## config.mk

```make
export PLATFORM = sky130hd
export DESIGN_NAME = mul_top
export DESIGN_NICKNAME = d
export VERILOG_FILES = /design/src/source/mul_pkg.sv /design/src/source/cla_adder.sv /design/src/source/operand_capture.sv /design/src/source/reduction_front.sv /design/src/source/reduction_back.sv /design/src/source/mul_top.sv
export SDC_FILE = /design/constraint.sdc
export NUM_CORES = 2
export LEC_CHECK = 0
export BUFFER_PORTS_ARGS = -buffer_cell sky130_fd_sc_hd__buf_2
export CORE_MARGIN = 10
export CORE_UTILIZATION = 65
export DETAILED_ROUTE_END_ITERATION = 12
export HOLD_SLACK_MARGIN = 0.06
export PLACE_DENSITY = 0.82
export RECOVER_POWER = 25
export SYNTH_ARGS = -nofsm -noshare
export SYNTH_HDL_FRONTEND = slang
export SYNTH_HIERARCHICAL = 1
export SYNTH_SLANG_ARGS = --single-unit
```

## constraint.sdc

```tcl
create_clock -name clock -period 19.2 [get_ports clock]
set_input_delay 1.92 -clock clock [delete_from_list [all_inputs] [get_ports clock]]
set_output_delay 1.92 -clock clock [all_outputs]
set_load 0.1 [all_outputs]
```

## src/source/mul_pkg.sv

```systemverilog
// Multiplier widths, adder group size and the bundle types passed between pipeline stages
`default_nettype none

package mul_pkg;

    ////////////////////////////////////////////////////////////////////////////
    // Widths

    // Each operand
    localparam int OPERAND_WIDTH = 32;

    // Full product, also used for every padded partial product and partial sum
    localparam int PRODUCT_WIDTH = 2 * OPERAND_WIDTH;

    // Bits covered by one carry-lookahead group
    localparam int CLA_GROUP_WIDTH = 4;

    // Partial sums left after the two adder levels in front of the stage register
    localparam int FRONT_SUMS = 8;

    ////////////////////////////////////////////////////////////////////////////
    // Types

    typedef logic [OPERAND_WIDTH-1:0] operand_t;
    typedef logic [PRODUCT_WIDTH-1:0] product_t;

    // Captured operands, one item per valid cycle
    typedef struct packed {
        logic     valid;
        operand_t a;
        operand_t b;
    } operand_bundle_t;

    // Partial sums held between the front and back reduction stages
    typedef struct packed {
        logic                          valid;
        product_t [FRONT_SUMS-1:0]     sums;
    } stage_bundle_t;

endpackage

`default_nettype wire

```

## src/source/cla_adder.sv

```systemverilog
// Carry-lookahead adder made of lookahead groups with a rippled group carry
`timescale 1ns/1ns
`default_nettype none

module cla_adder #(
    parameter int width = mul_pkg::PRODUCT_WIDTH
) (
    input  wire logic [width-1:0] x,
    input  wire logic [width-1:0] y,
    output logic      [width-1:0] sum
);

    localparam int group_width = mul_pkg::CLA_GROUP_WIDTH;
    localparam int groups = width / group_width;

    logic [width-1:0]  prop;
    logic [width-1:0]  gen;
    logic [groups-1:0] group_carry;

    // Carry into bit position bit_index of one group, in sum-of-products form
    function automatic logic lookahead_carry(
        input logic [group_width-1:0] prop_grp,
        input logic [group_width-1:0] gen_grp,
        input logic                   carry_in,
        input int                     bit_index
    );
        logic term;
        logic carry;
        carry = carry_in;
        for (int k = 0; k < bit_index; k++) begin
            carry = carry & prop_grp[k];
        end
        for (int k = 0; k < bit_index; k++) begin
            term = gen_grp[k];
            for (int m = k + 1; m < bit_index; m++) begin
                term = term & prop_grp[m];
            end
            carry = carry | term;
        end
        return carry;
    endfunction

    assign prop = x ^ y;
    assign gen  = x & y;

    // No carry into the lowest group
    assign group_carry[0] = 1'b0;

    for (genvar gi = 0; gi < groups; gi++) begin : g_group
        localparam int base = gi * group_width;

        logic [group_width-1:0] carry;

        always_comb begin
            for (int j = 0; j < group_width; j++) begin
                carry[j] = lookahead_carry(prop[base +: group_width], gen[base +: group_width],
                                           group_carry[gi], j);
            end
        end

        assign sum[base +: group_width] = prop[base +: group_width] ^ carry;

        // Carry out of the top group would be past the product width
        if (gi < groups - 1) begin : g_carry_out
            assign group_carry[gi + 1] = lookahead_carry(prop[base +: group_width],
                                                         gen[base +: group_width],
                                                         group_carry[gi], group_width);
        end
    end

endmodule

`default_nettype wire

```

## src/source/operand_capture.sv

```systemverilog
// Input stage that registers both operands and a valid flag on start
`timescale 1ns/1ns
`default_nettype none

module operand_capture (
    input  wire logic              clock,
    input  wire logic              reset,
    input  wire logic              start,
    input  wire mul_pkg::operand_t a,
    input  wire mul_pkg::operand_t b,
    output mul_pkg::operand_bundle_t operands
);

    ////////////////////////////////////////////////////////////////////////////
    // Operand registers

    // Valid follows start every cycle, operands only load with it
    always_ff @(posedge clock or posedge reset) begin
        if (reset) begin
            operands <= '0;
        end else begin
            operands.valid <= start;
            if (start) begin
                operands.a <= a;
                operands.b <= b;
            end
        end
    end

endmodule

`default_nettype wire

```

## src/source/reduction_front.sv

```systemverilog
// Partial product generation, first two adder levels and the stage register
`timescale 1ns/1ns
`default_nettype none

module reduction_front (
    input  wire logic                     clock,
    input  wire logic                     reset,
    input  wire mul_pkg::operand_bundle_t operands,
    output mul_pkg::stage_bundle_t        stage
);

    // One partial product per bit of b
    localparam int partials = mul_pkg::OPERAND_WIDTH;

    // Sums after the first level
    localparam int level0_sums = partials / 2;

    // Sums after the second level, held in the stage register
    localparam int level1_sums = mul_pkg::FRONT_SUMS;

    wire mul_pkg::product_t [partials-1:0]    partial;
    wire mul_pkg::product_t [level0_sums-1:0] level0;
    wire mul_pkg::product_t [level1_sums-1:0] level1;

    ////////////////////////////////////////////////////////////////////////////
    // Partial products

    // a gated by bit i of b, zero-extended and shifted into place
    for (genvar i = 0; i < partials; i++) begin : g_partial
        assign partial[i] = mul_pkg::product_t'(operands.a & {mul_pkg::OPERAND_WIDTH{operands.b[i]}})
                            << i;
    end

    ////////////////////////////////////////////////////////////////////////////
    // Adder levels 0 and 1

    // Pairwise sums of neighboring partial products
    for (genvar i = 0; i < level0_sums; i++) begin : g_level0
        cla_adder #(
            .width (mul_pkg::PRODUCT_WIDTH)
        ) u_add (
            .x   (partial[2*i]),
            .y   (partial[2*i + 1]),
            .sum (level0[i])
        );
    end

    for (genvar i = 0; i < level1_sums; i++) begin : g_level1
        cla_adder #(
            .width (mul_pkg::PRODUCT_WIDTH)
        ) u_add (
            .x   (level0[2*i]),
            .y   (level0[2*i + 1]),
            .sum (level1[i])
        );
    end

    ////////////////////////////////////////////////////////////////////////////
    // Stage register

    // Sums only load for a valid item, valid itself moves every cycle
    always_ff @(posedge clock or posedge reset) begin
        if (reset) begin
            stage <= '0;
        end else begin
            stage.valid <= operands.valid;
            if (operands.valid) begin
                stage.sums <= level1;
            end
        end
    end

endmodule

`default_nettype wire

```

## src/source/reduction_back.sv

```systemverilog
// Last three adder levels, the result register and the done pulse
`timescale 1ns/1ns
`default_nettype none

module reduction_back (
    input  wire logic                   clock,
    input  wire logic                   reset,
    input  wire mul_pkg::stage_bundle_t stage,
    output mul_pkg::product_t           product,
    output logic                        done
);

    localparam int level2_sums = mul_pkg::FRONT_SUMS / 2;
    localparam int level3_sums = level2_sums / 2;

    wire mul_pkg::product_t [level2_sums-1:0] level2;
    wire mul_pkg::product_t [level3_sums-1:0] level3;
    wire mul_pkg::product_t                   total;

    ////////////////////////////////////////////////////////////////////////////
    // Adder levels 2 to 4

    for (genvar i = 0; i < level2_sums; i++) begin : g_level2
        cla_adder #(
            .width (mul_pkg::PRODUCT_WIDTH)
        ) u_add (
            .x   (stage.sums[2*i]),
            .y   (stage.sums[2*i + 1]),
            .sum (level2[i])
        );
    end

    for (genvar i = 0; i < level3_sums; i++) begin : g_level3
        cla_adder #(
            .width (mul_pkg::PRODUCT_WIDTH)
        ) u_add (
            .x   (level2[2*i]),
            .y   (level2[2*i + 1]),
            .sum (level3[i])
        );
    end

    // Final sum is the full product
    cla_adder #(
        .width (mul_pkg::PRODUCT_WIDTH)
    ) u_add_final (
        .x   (level3[0]),
        .y   (level3[1]),
        .sum (total)
    );

    ////////////////////////////////////////////////////////////////////////////
    // Result register

    // Product holds between results, done marks each new one
    always_ff @(posedge clock or posedge reset) begin
        if (reset) begin
            product <= '0;
            done    <= 1'b0;
        end else begin
            done <= stage.valid;
            if (stage.valid) begin
                product <= total;
            end
        end
    end

endmodule

`default_nettype wire

```

## src/source/mul_top.sv

```systemverilog
// Top level of the three-stage pipelined unsigned multiplier
`timescale 1ns/1ns
`default_nettype none

module mul_top (
    input  wire logic              clock,
    input  wire logic              reset,
    input  wire logic              start,
    input  wire mul_pkg::operand_t a,
    input  wire mul_pkg::operand_t b,
    output mul_pkg::product_t      product,
    output logic                   done
);

    // Bundles carried between the stages
    mul_pkg::operand_bundle_t operands;
    mul_pkg::stage_bundle_t   stage;

    ////////////////////////////////////////////////////////////////////////////
    // Pipeline stages

    // Capture on start
    operand_capture u_capture (
        .clock    (clock),
        .reset    (reset),
        .start    (start),
        .a        (a),
        .b        (b),
        .operands (operands)
    );

    // Partial products down to eight sums
    reduction_front u_front (
        .clock    (clock),
        .reset    (reset),
        .operands (operands),
        .stage    (stage)
    );

    // Eight sums down to the product
    reduction_back u_back (
        .clock   (clock),
        .reset   (reset),
        .stage   (stage),
        .product (product),
        .done    (done)
    );

endmodule

`default_nettype wire

```

**Word-level counts from Yosys, hierarchy flattened**

Cells that the tools add are included.

- Register bits after elaboration: 643
- Logic and storage cells: 10028

- Bitwise logic cells: 10014

Operators with widths:

| kind | count |
|---|---|
| OR 1 bit | 4712 |
| bitwise AND 1 bit | 4682 |
| bitwise XOR 4 bit | 492 |
| bitwise AND 63 bit | 31 |
| bitwise XOR 64 bit | 27 |
| bitwise AND 32 bit | 32 |
| bitwise XOR 62 x 63 -> 63 bit | 1 |
| bitwise XOR 60 x 61 -> 61 bit | 1 |
| bitwise XOR 58 x 59 -> 59 bit | 1 |
| bitwise XOR 56 x 57 -> 57 bit | 1 |
| bitwise AND 1 bit (second input constant) | 30 |
| bitwise XOR 1 x 4 -> 4 bit (first input constant) | 2 |
| bitwise XOR 1 x 4 -> 4 bit | 1 |
| bitwise XOR 3 x 4 -> 4 bit | 1 |

**Longest topological paths before layout**

- Word-level depth: 378
- Depth in mapped cells: 74
- Gate-level depth less buffers: 74

**Modules after synthesis**

The synthesis kept the hierarchy.

Modules (own cells, without submodules):

| module | instances | cells each | area an instance (µm²) | sequential area each (µm²) |
|---|---|---|---|---|
| cla_adder | 31 | 236 | 2269.7 | 0.0 |
| reduction_front | 1 | 2300 | 26380.3 | 12837.3 |
| operand_capture | 1 | 137 | 2707.6 | 1626.6 |
| reduction_back | 1 | 137 | 2707.6 | 1626.6 |

**Worst setup path before layout**

Ideal clock, no wire load.

- Kind: register -> register
- Start point: register, netlist name u_front/stage[449]
- End point: register u_back.product[63]
- Arrival: 12.538 ns
- Setup slack: 6.536 ns
- Stages on the path, launching flop included: 71
- Buffers on the path: 0
- Period minus slack after synthesis: 12.664 ns
- Cells stage by stage: dfrtp_1 -> ha_1 -> ha_1 -> o21a_1 -> o21ai_0 -> nand2b_1 -> ha_1 -> o211ai_1 -> nand2_1 -> a21o_1 -> fa_1 -> ha_1 -> ha_1 -> o211ai_1 -> nand2_1 -> a21o_1 -> fa_1 -> ha_1 -> (+35 left out) -> a21o_1 -> ha_1 -> o211ai_1 -> nand2_1 -> a21o_1 -> ha_1 -> o211ai_1 -> nand2_1 -> a21o_1 -> ha_1 -> o211ai_1 -> nand2_1 -> a21o_1 -> ha_1 -> o211ai_1 -> nand2_1 -> xnor2_1 -> mux2_4

RTL lines:

| item | RTL line | text |
|---|---|---|
| to (signal assigned) | reduction_back.sv:63 | `product <= total;` |
| to (decl) | reduction_back.sv:9 | `output mul_pkg::product_t product,` |

==> metrics.txt <==
Critical Path RT around 20 ns; largest stage delay on the critical path 0.50 ns; Crit. End Element flip-flop; drt drc 0; hold crit path type flip-flop to flip-flop; Core Footprint 156000 um2; RSZ-0062 raised after global routing no; DP HPWL 190 mm; violated checks max-capacitance violations, max-slew violations; top cell type by total area after synthesis ha_1; Mapped Cells 9890; Initial Utilization between 60 and 70%; synthesized cell area 102000 um2; gr ovfl total 0; Synth top area share 30.0%; worst path buffer plus inverter count 0; Die Area 173000 um2; setup TNS 0 ns; top-count cell post-synth ha_1; Pre-antenna DRT Iters 7; postcts setup bufs 0; Post-synth EDFFs 0; final hold vios 0; Max Buffers Root-to-Sink 3; CP max-delay cell fa_1; clock sinks 643; post-DR vias/cell 5.69; Reg2Reg Depth 70; vias in the first global route about 83000; top cells by area, synth ha_1 (30%), dfrtp_1 (16%), fa_1 (9.7%), xor2_1 (8.0%), and2_1 (6.3%); CP top delay family compound AO/OA/AOI/OAI gates; Die H 416 um; fillcell total 11200; input/output buffers 131; initial antenna violation count 3; worst-skew pair later-pin latency 0.72 ns; fmax 67.9 MHz; share of cells above drive strength 1 8.59%; Iter 0 DRT Violations 3510; DIE WIDTH roughly 420 um; first-pass GRT wire length 399 mm; post-synthesis cell type count 23; largest net degree at the start of global routing 152; Crit. Startpoint u_front/stage[193]$_DFFE_PP0P_; ANT nets after route 0; worst slew pin tran 4.60 ns; HP Start u_capture/operands[35]$_DFFE_PP0P_; post-CTS resize count 0; cell mode on critical path ha_1; CP arrival 15.32 ns; Root Driver clkbuf_16; fin nets between 10000 and 15000; Worst-path clk slew 0.06 ns; Synth Register Bits 643; min cycle time layout 14.73 ns; Post-synth top flop dfrtp_1; max-cap violation count 8; critical path class flip-flop to flip-flop; endpoints failing setup 0; fin. max-slew vios 429; # hold bufs at CTS 0; H-tree levels 3; num ports 132; Worst path depth 70; Slew headroom -208%; period utilization about three quarters; WL final roughly 240 mm; hold path depth 1; area delta synth->final 9.59%; Synthesis Warnings 6; Overall Global Routing Usage 27.5%; Wirelength per Cell 18.1 um; status complete, but fails checks; CP max FO 3; asr flop ratio synth 100%; # rows approximately 150; CTS tree built; total CTS buffers 85; via count 75800; top cells by count, synth ha_1 (2449), and2_1 (1024), xor2_1 (930); Mapped Avg Cell Area 10.3 um2; skew final 0.0479 ns; register area share after synthesis 15.8%; Startpoint Class flip-flop; routability cong. 0.882; FF-to-FF Start u_front/stage[193]$_DFFE_PP0P_
-- placed cells by master, fill, tap and decap left out, types with 3 or more instances in the layout --
cell	synthesis	layout
a21o_1	434	434
a21oi_1	465	465
and2_1	1024	1024
buf_2	3	129
buf_4	0	64
bufinv_16	0	9
clkbuf_1	192	20
clkbuf_16	0	87
clkbuf_8	8	15
clkinv_2	0	16
clkinv_4	0	5
clkinvlp_2	0	3
conb_1	1	1279
dfrtp_1	643	639
dfrtp_2	0	4
diode_2	0	4
fa_1	496	496
ha_1	2449	2449
mux2_1	0	13
mux2_2	520	520
mux2_4	120	107
nand2_1	465	465
nand2b_1	31	31
nor2_1	496	496
o211ai_1	465	465
o21a_1	496	496
o21ai_0	31	31
xnor2_1	558	558
xor2_1	930	930
-- state kept, by name, summed over array words and instances, names as in the netlist --
name,flops
u_back/product,64
u_capture/operands,65
u_front/stage,513
u_back/done,1
-- per-layer routing --
layer / global-route usage, % / wire length, um / up-vias
met3: 3.68 / 9830 / 583
met5: 0 / 8 / -
met4: 11.7 / 10700 / 2
li1: - / - / 36100
met2: 51.1 / 122000 / 1587
met1: 31.3 / 97800 / 37500
-- cell families (layout without fill, tap and decap cells) --
| kind of cell | Yosys count | in the layout | share of synthesized area, % |
|---|---|---|---|
| compound gates | 1891 | 1891 | 12.7 |
| xor+xnor | 1488 | 1488 | 12.8 |
| fa+ha+maj | 2945 | 2945 | 39.7 |
| buf+inv | 266 | 356 | 1.60 |
| flops | 643 | 643 | 15.8 |
| mux | 640 | 640 | 7.50 |
| other cells | 1 | 1283 | 0.00367 |
| simple gates | 2016 | 2016 | 9.99 |
-- worst paths after layout --
kind,slack (ns),to
max,4.47,u_back/product[63]$_DFFE_PP0P_
min reg2reg,0.49,u_capture/operands[35]$_DFFE_PP0P_
max reg2reg,4.47,u_back/product[63]$_DFFE_PP0P_
max in group asynchronous,13.38,u_front/stage[48]$_DFFE_PP0P_
min in group asynchronous,1.62,u_capture/operands[31]$_DFFE_PP0P_
min,0.49,u_capture/operands[35]$_DFFE_PP0P_
-- layout make-up --
type | instances | area (um2) | area share (%)
Antenna cell | 4 | 10.0 | 0.00894
Clock buffer | 117 | 2440 | 2.18
Clock inverter | 36 | 459 | 0.410
Inverter | 3 | 15.0 | 0.0134
Multi-Input combinational cell | 10300 | 89200 | 79.7
Sequential cell | 643 | 16100 | 14.4
Tap cell | 2058 | 2570 | 2.30
Timing Repair Buffer | 200 | 1180 | 1.06
-- stage by stage --
stage | utilization, % | hold WS, ns | instances | cell area (um2) | worst slack (ns)
floorplan | - | 0.374 | 11200 | 107000 | 2.95
detailed placement | 69.9 | 0.492 | 13200 | 109000 | 4.79
global placement | 69.9 | 0.487 | 13200 | 109000 | 5.08
CTS | 71.7 | 0.508 | 13300 | 112000 | 4.57
global route | 71.7 | 0.515 | 13300 | 112000 | 3.53
finish | 71.7 | 0.491 | 13300 | 112000 | 4.47
Power is left out: the tool's default activity adds up to more than one toggle a clock period on the data nets, which glitch-free logic cannot reach.
